==> src/rtl/lsu_settings.svh <==
`ifndef LSU_SETTINGS_SVH
`define LSU_SETTINGS_SVH

// datapath and address width
`define LSU_XLEN 32

// timer word addresses
// mtime lives in the upper block, mtimecmp in the lower one
`define LSU_MTIME_LO    32'h0200_BFF8
`define LSU_MTIME_HI    32'h0200_BFFC
`define LSU_MTIMECMP_LO 32'h0200_4000
`define LSU_MTIMECMP_HI 32'h0200_4004

// sc.w result written back to rd
// zero means the store happened
`define LSU_SC_OK   32'd0
`define LSU_SC_FAIL 32'd1

// cache model answer delay in cycles
// counted from the rise of request valid
`define LSU_DC_DELAY 2

`endif

==> src/rtl/lsu_pkg.sv <==
`default_nettype none

`include "lsu_settings.svh"

package lsu_pkg;

    // memory operation handed over by the execute stage
    typedef enum logic [3:0] {
        NONE = 4'd0,
        LB   = 4'd1,
        LBU  = 4'd2,
        LH   = 4'd3,
        LHU  = 4'd4,
        LW   = 4'd5,
        SB   = 4'd6,
        SH   = 4'd7,
        SW   = 4'd8,
        LR_W = 4'd9,
        SC_W = 4'd10,
        AMO  = 4'd11
    } mem_op_e;

    // read-modify-write flavour, only looked at for AMO
    typedef enum logic [3:0] {
        SWAP = 4'd0,
        ADD  = 4'd1,
        XOR  = 4'd2,
        AND  = 4'd3,
        OR   = 4'd4,
        MIN  = 4'd5,
        MAX  = 4'd6,
        MINU = 4'd7,
        MAXU = 4'd8
    } amo_op_e;

    // decoded control, size is one-hot byte/half/word
    typedef struct packed {
        logic       is_load;
        logic       is_store;
        logic       is_atomic;
        logic       is_signed;
        logic [3:0] size;
    } lsu_ctrl_t;

    // data cache request
    typedef struct packed {
        logic                 valid;
        logic                 write;
        logic [`LSU_XLEN-1:0] addr;
        logic [3:0]           mask;
        logic [`LSU_XLEN-1:0] wdata;
        logic [3:0]           size;
    } dcache_req_t;

    // timer request, no handshake
    typedef struct packed {
        logic                 valid;
        logic                 write;
        logic [`LSU_XLEN-1:0] addr;
        logic [`LSU_XLEN-1:0] wdata;
    } clint_req_t;

    // atomic unit access to the cache, always a full word
    typedef struct packed {
        logic                 rd;
        logic                 wr;
        logic [`LSU_XLEN-1:0] wdata;
    } amo_mem_t;

endpackage

`default_nettype wire

==> src/rtl/lsu_op_decode.sv <==
`timescale 1ns/10ps
`default_nettype none

module lsu_op_decode import lsu_pkg::*; (
    input  mem_op_e   mem_op_i,
    output lsu_ctrl_t ctrl_o
);

    always_comb begin
        // nothing active for NONE or unknown codes
        ctrl_o = '0;
        case (mem_op_i)
            LB, LBU: begin
                ctrl_o.is_load   = 1'b1;
                ctrl_o.is_signed = (mem_op_i == LB);
                ctrl_o.size      = 4'b0001;
            end
            LH, LHU: begin
                ctrl_o.is_load   = 1'b1;
                ctrl_o.is_signed = (mem_op_i == LH);
                ctrl_o.size      = 4'b0010;
            end
            LW: begin
                // full word, sign flag has no effect
                ctrl_o.is_load   = 1'b1;
                ctrl_o.is_signed = 1'b1;
                ctrl_o.size      = 4'b0100;
            end
            SB: begin
                ctrl_o.is_store = 1'b1;
                ctrl_o.size     = 4'b0001;
            end
            SH: begin
                ctrl_o.is_store = 1'b1;
                ctrl_o.size     = 4'b0010;
            end
            SW: begin
                ctrl_o.is_store = 1'b1;
                ctrl_o.size     = 4'b0100;
            end
            LR_W, SC_W, AMO: begin
                // atomics are word only
                ctrl_o.is_atomic = 1'b1;
                ctrl_o.size      = 4'b0100;
            end
            default: ;
        endcase
    end

endmodule

`default_nettype wire

==> src/rtl/lsu_lane_align.sv <==
`timescale 1ns/10ps
`default_nettype none

`include "lsu_settings.svh"

module lsu_lane_align import lsu_pkg::*; (
    input  lsu_ctrl_t            ctrl_i,
    input  logic [1:0]           addr_lo_i,
    input  logic [`LSU_XLEN-1:0] store_data_i,
    input  logic [`LSU_XLEN-1:0] load_data_i,
    output logic [3:0]           rmask_o,
    output logic [3:0]           wmask_o,
    output logic [`LSU_XLEN-1:0] wdata_o,
    output logic [`LSU_XLEN-1:0] load_ext_o
);

    logic byte_sign;
    logic half_sign;

    // size mask, right-justified
    assign rmask_o = ({4{ctrl_i.size[0]}} & 4'b0001) |
                     ({4{ctrl_i.size[1]}} & 4'b0011) |
                     ({4{ctrl_i.size[2]}} & 4'b1111);

    // write lanes follow the low address bits
    assign wmask_o = rmask_o << addr_lo_i;
    // one byte lane per address step
    assign wdata_o = store_data_i << {addr_lo_i, 3'b000};

    // sign bits only matter for lb and lh
    assign byte_sign = ctrl_i.is_signed & load_data_i[7];
    assign half_sign = ctrl_i.is_signed & load_data_i[15];

    // cache returns the addressed lanes at bit 0
    always_comb begin
        if (ctrl_i.size[0]) begin
            load_ext_o = {{(`LSU_XLEN-8){byte_sign}}, load_data_i[7:0]};
        end else if (ctrl_i.size[1]) begin
            load_ext_o = {{(`LSU_XLEN-16){half_sign}}, load_data_i[15:0]};
        end else begin
            // word or no size, nothing to extend
            load_ext_o = load_data_i;
        end
    end

    // decode hands over at most one size bit
    always_comb begin
        assert ($onehot0(ctrl_i.size))
            else $error("lsu_lane_align: size is not one-hot");
    end

endmodule

`default_nettype wire

==> src/rtl/lsu_amo_unit.sv <==
`timescale 1ns/10ps
`default_nettype none

`include "lsu_settings.svh"

module lsu_amo_unit import lsu_pkg::*; (
    input  logic                 clk,
    input  logic                 rst,
    input  lsu_ctrl_t            ctrl_i,
    input  mem_op_e              mem_op_i,
    input  amo_op_e              amo_op_i,
    input  logic [`LSU_XLEN-1:0] addr_i,
    input  logic [`LSU_XLEN-1:0] rs2_i,
    input  logic                 plain_store_i,
    input  logic                 ready_i,
    input  logic [`LSU_XLEN-1:0] rdata_i,
    output amo_mem_t             mem_o,
    output logic [`LSU_XLEN-1:0] result_o,
    output logic                 done_o,
    output logic                 busy_o,
    output logic                 misalign_o
);

    typedef enum logic [1:0] {
        IDLE,
        LOAD,
        CALC,
        STORE
    } amo_state_e;

    amo_state_e           state;
    logic [`LSU_XLEN-1:0] loaded_q;
    logic [`LSU_XLEN-1:0] new_val_q;
    logic [`LSU_XLEN-1:0] calc_val;
    logic [`LSU_XLEN-1:0] resv_addr_q;
    logic                 resv_valid_q;
    logic                 start;
    logic                 sc_match;
    logic                 load_done;

    assign misalign_o = ctrl_i.is_atomic & (addr_i[1:0] != 2'b00);
    // held op must not restart while done is still showing
    assign start     = ctrl_i.is_atomic & ~misalign_o & (state == IDLE) & ~done_o;
    assign sc_match  = resv_valid_q & (resv_addr_q == addr_i);
    assign load_done = (state == LOAD) & ready_i;
    assign busy_o    = (state != IDLE) | start;

    // cache side gets one direction per state
    assign mem_o.rd    = (state == LOAD);
    assign mem_o.wr    = (state == STORE);
    assign mem_o.wdata = (mem_op_i == SC_W) ? rs2_i : new_val_q;

    // read-modify-write arithmetic on the loaded word
    always_comb begin
        case (amo_op_i)
            SWAP:    calc_val = rs2_i;
            ADD:     calc_val = loaded_q + rs2_i;
            XOR:     calc_val = loaded_q ^ rs2_i;
            AND:     calc_val = loaded_q & rs2_i;
            OR:      calc_val = loaded_q | rs2_i;
            MIN:     calc_val = ($signed(loaded_q) < $signed(rs2_i)) ? loaded_q : rs2_i;
            MAX:     calc_val = ($signed(loaded_q) > $signed(rs2_i)) ? loaded_q : rs2_i;
            MINU:    calc_val = (loaded_q < rs2_i) ? loaded_q : rs2_i;
            MAXU:    calc_val = (loaded_q > rs2_i) ? loaded_q : rs2_i;
            default: calc_val = rs2_i;
        endcase
    end

    always_ff @(posedge clk or posedge rst) begin
        if (rst) begin
            state        <= IDLE;
            done_o       <= 1'b0;
            resv_valid_q <= 1'b0;
        end else begin
            done_o <= 1'b0;
            case (state)
                IDLE: begin
                    if (start && mem_op_i == SC_W) begin
                        if (sc_match) begin
                            state <= STORE;
                        end else begin
                            // failed sc finishes at once without a write
                            done_o       <= 1'b1;
                            resv_valid_q <= 1'b0;
                        end
                    end else if (start) begin
                        state <= LOAD;
                    end
                end
                LOAD: begin
                    if (ready_i && mem_op_i == LR_W) begin
                        done_o       <= 1'b1;
                        resv_valid_q <= 1'b1;
                        state        <= IDLE;
                    end else if (ready_i) begin
                        state <= CALC;
                    end
                end
                CALC: state <= STORE;
                STORE: begin
                    // sc and amo both drop the reservation
                    if (ready_i) begin
                        done_o       <= 1'b1;
                        resv_valid_q <= 1'b0;
                        state        <= IDLE;
                    end
                end
                default: state <= IDLE;
            endcase
            if (plain_store_i) begin
                resv_valid_q <= 1'b0;
            end
        end
    end

    // payload captured on the relevant step only
    always_ff @(posedge clk) begin
        if (load_done) begin
            loaded_q <= rdata_i;
            // old value is the result of lr and amo alike
            result_o <= rdata_i;
        end
        if (load_done && mem_op_i == LR_W) begin
            resv_addr_q <= addr_i;
        end
        if (state == CALC) begin
            new_val_q <= calc_val;
        end
        if (start && mem_op_i == SC_W && !sc_match) begin
            result_o <= `LSU_SC_FAIL;
        end else if (state == STORE && ready_i && mem_op_i == SC_W) begin
            result_o <= `LSU_SC_OK;
        end
    end

    // lr never writes and sc never reads while its op is held
    a_dir_op: assert property (@(posedge clk) disable iff (rst)
        !(mem_o.rd && mem_op_i == SC_W) && !(mem_o.wr && mem_op_i == LR_W));

    // done never lasts two cycles, else the held op would be seen twice
    a_done_pulse: assert property (@(posedge clk) disable iff (rst)
        done_o |=> !done_o);

    a_misalign_idle: assert property (@(posedge clk) disable iff (rst)
        misalign_o |-> (state == IDLE));

endmodule

`default_nettype wire

==> src/rtl/lsu_top.sv <==
`timescale 1ns/10ps
`default_nettype none

`include "lsu_settings.svh"

module lsu_top import lsu_pkg::*; (
    input  logic                 clk,
    input  logic                 rst,
    input  mem_op_e              mem_op_i,
    input  amo_op_e              amo_op_i,
    input  logic [`LSU_XLEN-1:0] alu_data_i,
    input  logic [`LSU_XLEN-1:0] rs2_data_i,
    input  logic                 dcache_ready_i,
    input  logic [`LSU_XLEN-1:0] dcache_rdata_i,
    input  logic [`LSU_XLEN-1:0] clint_rdata_i,
    output dcache_req_t          dcache_req_o,
    output clint_req_t           clint_req_o,
    output logic [`LSU_XLEN-1:0] mem_data_o,
    output logic [`LSU_XLEN-1:0] amo_result_o,
    output logic                 amo_done_o,
    output logic                 amo_misalign_o,
    output logic                 stall_o
);

    lsu_ctrl_t            ctrl;
    amo_mem_t             amo_mem;
    logic [3:0]           rmask;
    logic [3:0]           wmask;
    logic [`LSU_XLEN-1:0] wdata_aligned;
    logic [`LSU_XLEN-1:0] load_raw;
    logic [`LSU_XLEN-1:0] load_ext;
    logic                 clint_hit;
    logic                 plain_access;
    logic                 plain_req;
    logic                 plain_valid;
    logic                 amo_req;
    logic                 amo_busy;
    logic                 plain_store_done;

    lsu_op_decode op_decode_inst (
        .mem_op_i (mem_op_i),
        .ctrl_o   (ctrl)
    );

    // address is the alu result, no translation
    assign clint_hit = (alu_data_i == `LSU_MTIME_LO)    |
                       (alu_data_i == `LSU_MTIME_HI)    |
                       (alu_data_i == `LSU_MTIMECMP_LO) |
                       (alu_data_i == `LSU_MTIMECMP_HI);

    assign plain_access = ctrl.is_load | ctrl.is_store;
    assign plain_req    = plain_access & ~clint_hit;
    // valid drops in the ready cycle
    assign plain_valid  = plain_req & ~dcache_ready_i;
    assign amo_req      = amo_mem.rd | amo_mem.wr;

    // timer stores finish in zero cycles, cache stores on ready
    assign plain_store_done = ctrl.is_store & (clint_hit | dcache_ready_i);

    // read data is only meaningful in the completion cycle
    assign load_raw = clint_hit      ? clint_rdata_i  :
                      dcache_ready_i ? dcache_rdata_i : '0;

    lsu_lane_align lane_align_inst (
        .ctrl_i       (ctrl),
        .addr_lo_i    (alu_data_i[1:0]),
        .store_data_i (rs2_data_i),
        .load_data_i  (load_raw),
        .rmask_o      (rmask),
        .wmask_o      (wmask),
        .wdata_o      (wdata_aligned),
        .load_ext_o   (load_ext)
    );

    lsu_amo_unit amo_unit_inst (
        .clk           (clk),
        .rst           (rst),
        .ctrl_i        (ctrl),
        .mem_op_i      (mem_op_i),
        .amo_op_i      (amo_op_i),
        .addr_i        (alu_data_i),
        .rs2_i         (rs2_data_i),
        .plain_store_i (plain_store_done),
        .ready_i       (dcache_ready_i),
        .rdata_i       (dcache_rdata_i),
        .mem_o         (amo_mem),
        .result_o      (amo_result_o),
        .done_o        (amo_done_o),
        .busy_o        (amo_busy),
        .misalign_o    (amo_misalign_o)
    );

    // merge plain and atomic cache traffic
    always_comb begin
        dcache_req_o.valid = (plain_req | amo_req) & ~dcache_ready_i;
        dcache_req_o.write = amo_req ? amo_mem.wr : ctrl.is_store;
        dcache_req_o.addr  = alu_data_i;
        // atomics are aligned words, no lane shift
        dcache_req_o.mask  = amo_req ? 4'b1111 : (ctrl.is_store ? wmask : rmask);
        dcache_req_o.wdata = amo_req ? amo_mem.wdata : wdata_aligned;
        dcache_req_o.size  = ctrl.size;
    end

    // timer port, atomics never go here
    assign clint_req_o.valid = plain_access & clint_hit;
    assign clint_req_o.write = ctrl.is_store;
    assign clint_req_o.addr  = alu_data_i;
    assign clint_req_o.wdata = rs2_data_i;

    always_comb begin
        if (ctrl.is_atomic) begin
            mem_data_o = amo_result_o;
        end else if (ctrl.is_load) begin
            mem_data_o = load_ext;
        end else begin
            // non-memory ops pass the alu result
            mem_data_o = alu_data_i;
        end
    end

    assign stall_o = plain_valid | amo_busy;

    // a request goes to exactly one port
    a_port_excl: assert property (@(posedge clk) disable iff (rst)
        !(dcache_req_o.valid && clint_req_o.valid));

endmodule

`default_nettype wire

==> config.mk <==
export PLATFORM = sky130hd
export DESIGN_NAME = lsu_top
export DESIGN_NICKNAME = d
export VERILOG_FILES = /design/src/rtl/lsu_pkg.sv /design/src/rtl/lsu_op_decode.sv /design/src/rtl/lsu_lane_align.sv /design/src/rtl/lsu_amo_unit.sv /design/src/rtl/lsu_top.sv
export VERILOG_INCLUDE_DIRS = /design/src /design/src/rtl
export SDC_FILE = /design/constraint.sdc
export NUM_CORES = 1
export LEC_CHECK = 0
export ABC_AREA = 0
export BUFFER_PORTS_ARGS = -buffer_cell sky130_fd_sc_hd__buf_2
export CORE_MARGIN = 3
export CORE_UTILIZATION = 35
export CTS_CLUSTER_DIAMETER = 30
export DETAILED_ROUTE_END_ITERATION = 6
export PLACE_DENSITY = 0.56
export SETUP_SLACK_MARGIN = 0.3
export SKIP_LAST_GASP = 1
export SLEW_MARGIN = 20
export SYNTH_ARGS = -nofsm -noshare
export SYNTH_HDL_FRONTEND = slang
export SYNTH_SLANG_ARGS = --single-unit
==> constraint.sdc <==
create_clock -name clk -period 5.7 [get_ports clk]
set_input_delay 0.285 -clock clk [delete_from_list [all_inputs] [get_ports clk]]
set_output_delay 0.285 -clock clk [all_outputs]
set_load 0.05 [all_outputs]
After elaboration in Yosys (flattened, before gate mapping)
Index checks and enable logic that the tools add are counted.

Bits of input ports: 139. Register bits after elaboration: 132. Logic and storage cells: 145. Output and inout port bits: 207.

Equal/unequal tests: 35. Reductions and logical operators: 23. Bitwise operators: 31. Mux-type cells: 41. $lt $le $gt $ge: 4. Shifts and indexed selects: 2. Add/sub/neg operators: 1.

Operators by type and width (number): 32-bit 2-to-1 mux (12); 32-bit case mux with 8 select lines (1); 32-bit by 26-bit == test with 1-bit output, second input constant (4); 32-bit > comparator (2); 32-bit < comparator (2); 32-bit adder (1); 32-bit AND (1); 32-bit == test (1); 4-bit by 3-bit == test with 1-bit output, second input constant (8); 32-bit OR (1); 32-bit by 5-bit << shifter with 32-bit output (1); 32-bit XOR (1); 4-bit == test, second input constant (5); 3-bit by 2-bit inequality test with 1-bit output, second input constant (6); 4-bit by 2-bit == test with 1-bit output, second input constant (4); 1-bit 2-to-1 mux (15); 1-bit AND (13); 2-bit 2-to-1 mux (6); 3-bit OR reduction (4); 5-bit OR reduction (2); 1-bit OR (9); 1-bit case mux with 3 select lines (3); 3-bit case mux with 3 select lines (1); 4-bit by 1-bit == test with 1-bit output, second input constant (2); 18 further kinds (32).

Longest topological paths before layout
Gate-level depths: netlist of run 1.

Depth after elaboration: 12. Depth in mapped cells: 14. Depth with buffers taken out: 11.

Modules after synthesis
From an unflattened synthesis of run 1, not the netlist that was laid out.

Cells, all modules: 1654. Area total of the unflattened synthesis: 13938.4 µm².

Modules (own cells, without submodules): lsu_amo_unit (cells each 1116, times used 1, area each 10187.3 µm², seq. area each 3623.5 µm²); lsu_top (cells each 376, times used 1, area each 2602.5 µm², seq. area each 0.0 µm²); lsu_lane_align (cells each 144, times used 1, area each 1028.5 µm², seq. area each 0.0 µm²); lsu_op_decode (cells each 18, times used 1, area each 120.1 µm², seq. area each 0.0 µm²).

Worst setup path before layout of run 1
No wires, ideal clock.

Path kind: reg-to-reg. From: reg amo_unit_inst.state[1]. To: reg amo_unit_inst.resv_addr_q[0], enable pin. Path buffers: 2. Arrival: 3333 ps. Path slack: 1904 ps. Cell stages (with the launch flop): 6. Period minus slack after synthesis: 3796 ps. Data required time: 5237 ps. Setup time: 463 ps. Path through: dfrtp_1 -> clkbuf_1 -> nor2b_1 -> clkbuf_1 -> nand2_1 -> nor3_1.

Cells in the longest elaborated chain, start to end: 3.

Ends and longest elaborated chain: from (decl) (line lsu_amo_unit.sv:31) `amo_state_e state;`; from (signal assigned) (line lsu_amo_unit.sv:71) `state <= IDLE;`; from (signal assigned) (line lsu_amo_unit.sv:80) `state <= STORE;`; from (signal assigned) (line lsu_amo_unit.sv:87) `state <= LOAD;`; 2-bit by 1-bit == test with 1-bit output (line lsu_amo_unit.sv:45) `assign load_done = (state == LOAD) & ready_i;`; 1-bit AND (line lsu_amo_unit.sv:45); 1-bit logical AND (line lsu_amo_unit.sv:123) `if (load_done && mem_op_i == LR_W) begin`; to (signal assigned) (line lsu_amo_unit.sv:124) `resv_addr_q <= addr_i;`; to (decl) (line lsu_amo_unit.sv:35) `` logic [`LSU_XLEN-1:0] resv_addr_q; ``.

No other way between the ends. A chain may end at the register's enable or synchronous reset.

Worst setup path after layout of run 1
From: reg amo_unit_inst.loaded_q[31]. To: reg amo_unit_inst.new_val_q[22], data pin.

Cells in the longest elaborated chain, start to end: 3. Elaborated cells between the ends (all ways): 9. Classes of those cells: 4 x order compare; 5 x mux.

Ends and longest elaborated chain: from (decl) (line lsu_amo_unit.sv:32) `` logic [`LSU_XLEN-1:0] loaded_q; ``; from (signal assigned) (line lsu_amo_unit.sv:119) `loaded_q <= rdata_i;`; 32-bit > comparator (tied with other cells) (line lsu_amo_unit.sv:64) `MAXU: calc_val = (loaded_q > rs2_i) ? loaded_q : rs2_i;`; 32-bit 2-to-1 mux (on tied branches); 32-bit case mux with 8 select lines (*) (line lsu_amo_unit.sv:55) `case (amo_op_i)`; via amo_unit_inst.calc_val[22] (line lsu_amo_unit.sv:34) `` logic [`LSU_XLEN-1:0] calc_val; ``; to (signal assigned) (line lsu_amo_unit.sv:127) `new_val_q <= calc_val;`; to (decl) (line lsu_amo_unit.sv:33) `` logic [`LSU_XLEN-1:0] new_val_q; ``.

Mark *: on every way through the listed nets, which the timed path passes. The rest lies on a longest branch.

==> results of run 1 <==
-- logic make-up (layout without fill, tap and decap cells) --
logic type / Yosys count / in the layout / share of synthesized area [%]
compound gates: 523 / 523 / 26.23
simple gates: 507 / 507 / 18.55
buf+inv: 299 / 487 / 12.11
flops: 132 / 132 / 28.72
fa+ha+maj: 97 / 97 / 9.679
xor+xnor: 45 / 45 / 3.124
mux: 19 / 19 / 1.557
other cells: 1 / 3 / 0.02972
-- critical path: cells and delay by family, from the launching register on --
family | cells | cell delay (ns)
buf+inv | 1 | 0.09
compound gates | 3 | 1.38
mux | 1 | 0.46
flops | 1 | 0.48
simple gates | 4 | 1.34
fa+ha+maj | 1 | 0.49
-- report_power, final --
group | internal, mW | total (mW) | switching [mW]
registers | 1.31 | 1.50 | 0.192
logic | 0.757 | 3.11 | 2.35
clock network | 0.651 | 1.19 | 0.538
total | 2.72 | 5.80 | 3.08
-- metal layers --
layer  GRT usage [%]  share of wire, %  vias to the layer above
li1                -                 -                     6044
met4           8.846               2.8                        0
met5               0                 0                        -
met1           36.82                43                     6221
met2           43.73                47                      667
met3           3.641               7.2                       82
-- timing repair --
item,4_1_cts,5_1_grt
endpoints found under the setup margin,0,0
hold buffers,1,0
endpoints found under the hold margin,4,0
-- cell usage in the layout, fill, tap and decap left out, drive strengths merged, types with 4 or more instances in the layout --
cell     synthesis  final
or3              6      6
nand2b          12     12
inv             88     97
a22oi           15     15
nor3            21     21
nand4           14     14
xnor2           26     26
buf            128    365
nor2b           16     16
a21oi          144    144
o221ai           4      4
a221oi          29     29
xor2            19     19
nor2            76     76
nand2          283    283
a211oi           7      7
o211ai          34     34
nand3           23     23
edfxtp          96     96
a211o            5      5
o22ai           24     24
dfrtp            4      4
ha              96     96
o31ai            7      7
and3             4      4
a31oi           21     21
clkbuf          82     18
a2111oi          4      4
nor4            17     17
mux2i           17     17
nand3b          18     18
a221o           14     14
o21bai           4      4
and2             4      4
a21o            38     38
a21boi           4      4
o21ai          154    154
dfxtp           32     32
-- per-stage QoR --
| step | std cells | utilization [%] | hold WS, ns | worst slack, ns |
|---|---|---|---|---|
| global route | 2268 | 41.56 | 0.05858 | 1.105 |
| finish | 2268 | 41.56 | 0.07531 | 1.295 |
| floorplan | 1623 | - | 0.05108 | 1.904 |
| detailed placement | 2233 | 39.78 | 0.1855 | 1.378 |
| global placement | 2232 | 39.73 | 0.1828 | 1.462 |
| CTS | 2266 | 41.55 | 0.05858 | 1.392 |
-- area by class of cell --
class                      instances  area, um^2
fill                            3699       20480
multi-input combinational       1192        7528
sequential                       132        3625
timing repair buffer             366        1897
tap                              455       569.3
clock buffer                      18       450.4
inverter                          89       334.1
clock inverter                    14       160.2
antenna                            2       5.005
-- sequential cells by signal (all words and copies together) (netlist names) --
name                        cells
amo_unit_inst.done_o            1
amo_unit_inst.new_val_q        32
amo_unit_inst.state             2
amo_unit_inst.resv_valid_q      1
amo_unit_inst.result_o         32
amo_unit_inst.loaded_q         32
amo_unit_inst.resv_addr_q      32
-- final timing paths --
check	endpoint	slack, ns	depth (start not counted)	start
worst min register to register	amo_unit_inst.result_o[6]$_SDFFE_PP0P_	0.48	2	amo_unit_inst.result_o[6]$_SDFFE_PP0P_
min in group asynchronous	amo_unit_inst.done_o$_DFF_PP0_	0.31	3	rst
worst min-delay path	amo_unit_inst.loaded_q[30]$_DFFE_PP_	0.08	1	dcache_rdata_i[30]
worst max-delay path	amo_unit_inst.new_val_q[22]$_DFFE_PP_	1.30	10	amo_unit_inst.loaded_q[31]$_DFFE_PP_
max in group asynchronous	amo_unit_inst.state[0]$_DFFE_PP0P_	5.22	3	rst
worst max register to register	amo_unit_inst.new_val_q[22]$_DFFE_PP_	1.30	10	amo_unit_inst.loaded_q[31]$_DFFE_PP_
==> results by group, run 1 <==
Floorplanning
  – IO Count: 346
  – Core box area: 35050 um^2
  – Die extent in x: 195.9 um
  – Initial Util: 35.99%
  – Die area: 38360 um^2
  – FP Rows: 68
  – Die height: 195.9 um

Logic synthesis
  – Number of synthesized flops with an enable pin: 96
  – Top-area cell type share of the netlist area: 22.85%
  – Synth Flop Type: edfxtp_1
  – Cell type contributing the most total cell area after synthesis: edfxtp_1
  – Yosys cell types: 74
  – Area contributors post-synth: edfxtp_1 23%, ha_1 9.5%, nand2_1 8.4%, buf_4 5.9%, a21oi_1 5.7%
  – Share of flip-flops with an asynchronous set or reset: 3.030%
  – Syn_area_per_cell: 7.774 um^2
  – Flops & latches, synth: 132
  – Synth Warn #: 0
  – Netlist Area Pre-Place: 12620 um^2
  – Synth Instances: 1623
  – Synth cell count leaders: 283 x nand2_1, 143 x a21oi_1, 141 x o21ai_0
  – Synthesized Nets: 1859
  – Seq/Total Area, Yosys: 28.72%
  – Top-count cell post-synth: nand2_1

Clock tree
  – Latest clock arrival within the worst-skew pair: 0.45 ns
  – H-tree depth: 4
  – Post-CTS resize count: 0
  – CTS tree: yes
  – Clock buffer depth: 2
  – Clk slew on worst S/H paths: 0.07 ns
  – Root Driver: clkbuf_16
  – CTS Sinks: 132
  – Post-CTS Setup Inserts: 0
  – Cts bufs inserted: 17

Setup path
  – Type of origin of the critical path: flip-flop
  – Arr. time, crit path: 4.71 ns
  – CP Cell Sequence: inv_1, ha_1, nor4_2, nand4_1, nor3_2, a21oi_1, mux2i_1, a211o_1, a222oi_1, nand2_1
  – Crit-path max cell delay: 0.94 ns
  – Required @ worst endpoint: 6.00 ns
  – CP endpoint kind: flip-flop
  – Worst-path maximum fanout: 18
  – CP max stage cell: a211o_1
  – Crit Path Class: flip-flop to flip-flop

Detailed routing
  – Via total after detailed routing: 13014
  – Residual DRC count: 0
  – Initial drt markers: 1292
  – WL/cell: 23.62 um
  – TritonRoute pass-1 iters: 6
  – Post-DRT Antenna Nets: 0
  – Routed wire length: 53.56 mm
  – DR vias/cell: 5.738

Timing
  – Max-slew violation count: 0
  – Clock Skews: 0.01870 ns
  – Setup_tns: 0 ns
  – Slew at the pin with the worst max-slew slack: 1.183 ns
  – RSZ-0062 raised after global routing: false
  – Max Fclk: 0.2270 GHz
  – Max-slew headroom: 21.05%
  – Period utilization: 77.28%
  – Final Critical Period: 4.405 ns
  – # setup viols final: 0
  – Fin. Hold Viols: 0

Global route
  – Largest net degree at the start of global routing: 70
  – All-Layer GR Usage: 26.84%
  – Global-route wire length before repair: 79.09 mm
  – Initial antenna violation count: 3
  – Number of global-route vias before repair: 12284
  – Total gr overflow: 0

Power
  – Final Power: 5.801 mW
  – Worst VDD drop: 310.9 uV
  – Static Leak: 6.359 nW
  – Pwr per Cell Area: 398.2 nW/um^2

Run
  – Max cap viols: 0

Finish
  – Layout cells sized above 1: 24.02%
  – Design Area, Final: 14570 um^2
  – Layout area overhead: 15.47%
  – Nets@finish: 2034

Placed design
  – Placer congestion estimate: 0.9531
  – Placed wire-length estimate: 38.87 mm
  – Buffers on Ports: 344
  – Placed Area: 13940 um^2

Run status
  – Outcome: completed

Hold path
  – Tightest Hold Check Type: input pin to flip-flop
Note: power is estimated with default switching activity, not from simulation.
==> run 2, diff against run 1 <==
ABC_AREA = 1   (was 0)
PLACE_DENSITY = 0.55   (was 0.56)
clock period = 4.27 ns   (was 5.7 ns; I/O delays follow)
==> results by group, run 2 <==
Finish
  – # fillers: 4603 (was 3699)
  – Nets@finish: 2865 (was 2034)
  – Layout area overhead: 15.78% (was 15.47%)
  – Non-filler cells, final: 3182 (was 2268)
  – Commonest non-fill, non-tap cell in the layout: nand2_1 (was buf_2)
  – Commonest non-fill, non-tap cells in the layout: 669 x nand2_1, 344 x buf_2, 254 x nor2_1 (was 344 x buf_2, 283 x nand2_1, 143 x a21oi_1)
  – Layout cells sized above 1: 18.05% (was 24.02%)

Global route
  – Global-route wire length before repair: 105.6 mm (was 79.09 mm)
  – All-Layer GR Usage: 30.91% (was 26.84%)
  – Largest net degree at the start of global routing: 58 (was 70)
  – Total gr overflow: 0 (unchanged)
  – Number of global-route vias before repair: 16574 (was 12284)
  – Initial antenna violation count: 0 (was 3)

Timing
  – Max-slew headroom: 22.80% (was 21.05%)
  – Final Critical Period: 3.894 ns (was 4.405 ns)
  – Slew at the pin with the worst max-slew slack: 1.146 ns (was 1.183 ns)
  – Max-slew violation count: 0 (unchanged)
  – Fin. Hold Viols: 0 (unchanged)
  – Period utilization: 91.21% (was 77.28%)
  – Max Fclk: 0.2568 GHz (was 0.2270 GHz)
  – RSZ-0062 raised after global routing: false (unchanged)
  – # setup viols final: 0 (unchanged)
  – Setup_tns: 0 ns (unchanged)
  – Clock Skews: 0.009024 ns (was 0.01870 ns)

Clock tree
  – Clock buffer depth: 2 (unchanged)
  – CTS Sinks: 132 (unchanged)
  – Cts bufs inserted: 17 (unchanged)
  – Clk slew on worst S/H paths: 0.06 ns (was 0.07 ns)
  – H-tree depth: 4 (unchanged)
  – Root Driver: clkbuf_16 (unchanged)
  – CTS tree: yes (unchanged)
  – Latest clock arrival within the worst-skew pair: 0.43 ns (was 0.45 ns)

Setup path
  – Type of origin of the critical path: flip-flop (unchanged)
  – Most frequent CP cell: nand2_1
  – Top cell family by delay on the critical path: simple AND/OR/NAND/NOR gates (was compound AO/OA/AOI/OAI gates)
  – Required @ worst endpoint: 4.42 ns (was 6.00 ns)
  – Buf/Inv on CP: 4 (was 1)
  – CP max stage cell: edfxtp_1 (was a211o_1)
  – CP endpoint kind: flip-flop (unchanged)
  – Crit-path max cell delay: 0.53 ns (was 0.94 ns)
  – Worst-path maximum fanout: 29 (was 18)
  – Arr. time, crit path: 4.04 ns (was 4.71 ns)
  – CP Cell Sequence: inv_1, ha_1, nor2_1, nand3_1, nor2_1, nand2_1, nand2_1, nand2_1, nand2_2, buf_4, nand2_1, buf_4, inv_2, nand2_1, nand3_1, nand3b_1, nor2_1, nand3_1 (was inv_1, ha_1, nor4_2, nand4_1, nor3_2, a21oi_1, mux2i_1, a211o_1, a222oi_1, nand2_1)
  – Crit Path Class: flip-flop to flip-flop (unchanged)

Logic synthesis
  – Seq/Total Area, Yosys: 24.28% (was 28.72%)
  – Netlist Area Pre-Place: 14930 um^2 (was 12620 um^2)
  – Share of flip-flops with an asynchronous set or reset: 3.030% (unchanged)
  – Synth cell count leaders: 671 x nand2_1, 259 x nor2_1, 232 x inv_1 (was 283 x nand2_1, 143 x a21oi_1, 141 x o21ai_0)
  – Synth Instances: 2405 (was 1623)
  – Top-count cell post-synth: nand2_1 (unchanged)
  – Synth Flop Type: edfxtp_1 (unchanged)
  – Syn_area_per_cell: 6.206 um^2 (was 7.774 um^2)
  – Yosys cell types: 48 (was 74)
  – Area contributors post-synth: edfxtp_1 19%, nand2_1 17%, ha_1 8.0%, nand3_1 7.7%, nor2_1 6.5% (was edfxtp_1 23%, ha_1 9.5%, nand2_1 8.4%, buf_4 5.9%, a21oi_1 5.7%)
  – Number of synthesized flops with an enable pin: 96 (unchanged)
  – Top-area cell type share of the netlist area: 19.31% (was 22.85%)
  – Synthesized Nets: 2641 (was 1859)
  – Flops & latches, synth: 132 (unchanged)
  – Cell type contributing the most total cell area after synthesis: edfxtp_1 (unchanged)
  – Synth Warn #: 0 (unchanged)

Detailed routing
  – Initial drt markers: 1919 (was 1292)
  – Residual DRC count: 20 (was 0)
  – WL/cell: 22.73 um (was 23.62 um)
  – Via total after detailed routing: 18012 (was 13014)
  – TritonRoute pass-1 iters: 7 (was 6)
  – DR vias/cell: 5.661 (was 5.738)
  – Post-DRT Antenna Nets: 0 (unchanged)
  – Routed wire length: 72.34 mm (was 53.56 mm)

Power
  – Static Leak: 8.409 nW (was 6.359 nW)
  – Worst VDD drop: 308.9 uV (was 310.9 uV)
  – Pwr per Cell Area: 465.6 nW/um^2 (was 398.2 nW/um^2)

Floorplanning
  – Initial Util: 35.50% (was 35.99%)
  – FP Rows: 75 (was 68)
  – Core box area: 42040 um^2 (was 35050 um^2)
  – IO Count: 346 (unchanged)
  – Die height: 212.5 um (was 195.9 um)
  – Die extent in x: 212.5 um (was 195.9 um)
  – Die area: 45160 um^2 (was 38360 um^2)

Placed design
  – Dpl cells: 3135 (was 2233)
  – Placer congestion estimate: 0.9673 (was 0.9531)
  – Buffers on Ports: 344 (unchanged)
  – Placed wire-length estimate: 56.00 mm (was 38.87 mm)

Run status
  – Failing checks: DRC
  – Outcome: complete, but fails checks (was completed)

Hold path
  – Tightest Hold Check Type: input pin to flip-flop (unchanged)

Run
  – Max cap viols: 0 (unchanged)
run 2: what timing repair did:
item                                    4_1_cts  5_1_grt
hold buffers                                 13        0
endpoints found under the setup margin        0       48
endpoints found under the hold margin        16        0
gates resized for setup                       0        7
buffers inserted                              0        1
run 2: area by class of cell:
class | instances | area, um^2 | share of cell area, %
antenna | 1 | 2.502 | 0.01448
clock buffer | 22 | 444.2 | 2.570
clock inverter | 10 | 62.56 | 0.3620
inverter | 238 | 893.4 | 5.170
multi-input combinational | 1824 | 9278 | 53.69
sequential | 132 | 3623 | 20.97
tap | 539 | 674.4 | 3.903
timing repair buffer | 416 | 2302 | 13.32
run 2: logic make-up after synthesis:
logic type               share of synthesized area (%)
flip-flops                                       24.28
buffers and inverters                            14.07
other                                          0.02512
AO/OA/AOI/OAI                                    16.94
adder cells (fa/ha/maj)                          8.182
XOR/XNOR                                        0.8802
AND/OR/NAND/NOR                                  35.62
run 2: final timing paths:
kind	depth (start not counted)	end	slack, ns	startpoint
worst max-delay path	18	amo_unit_inst.new_val_q[19]$_DFFE_PP_	0.38	amo_unit_inst.loaded_q[14]$_DFFE_PP_
max in group asynchronous	3	amo_unit_inst.resv_valid_q$_DFFE_PP0P_	3.85	rst
worst max register to register	18	amo_unit_inst.new_val_q[19]$_DFFE_PP_	0.38	amo_unit_inst.loaded_q[14]$_DFFE_PP_
worst min-delay path	1	amo_unit_inst.resv_addr_q[19]$_DFFE_PP_	0.02	alu_data_i[19]
worst min register to register	2	amo_unit_inst.result_o[26]$_SDFFE_PP0P_	0.48	amo_unit_inst.result_o[26]$_SDFFE_PP0P_
min in group asynchronous	3	amo_unit_inst.state[0]$_DFFE_PP0P_	0.26	rst
run 2: through the flow:
step                      setup WS, ns  hold slack, ns  utilization [%]  instance area (um^2)  power (mW)
after floorplan                  1.030        -0.02042                -                 14930       5.206
after global placement          0.3366          0.1212            39.48                 16600       6.637
after detailed placement        0.3616          0.1139            39.48                 16600       6.651
after CTS                       0.3328        0.001413            41.00                 17240       7.991
after global routing            0.3007        0.004999            41.10                 17280       8.443
final                           0.3755         0.01866            41.10                 17280       8.046
run 2: routing by layer:
layer,vias to the layer above,part of all wire (%),GRT usage (%)
met5,-,0,0
met4,0,4.8,13.63
met3,154,9.6,5.784
met2,1088,45,48.31
met1,8419,41,41.68
li1,8351,-,-
run 2: where the power goes:
part	internal, mW	switching, mW	leakage (nW)	total, mW
clock	0.735	0.583	0.237	1.32
sequential	1.70	0.232	1.20	1.94
combinational	1.11	3.68	6.97	4.79
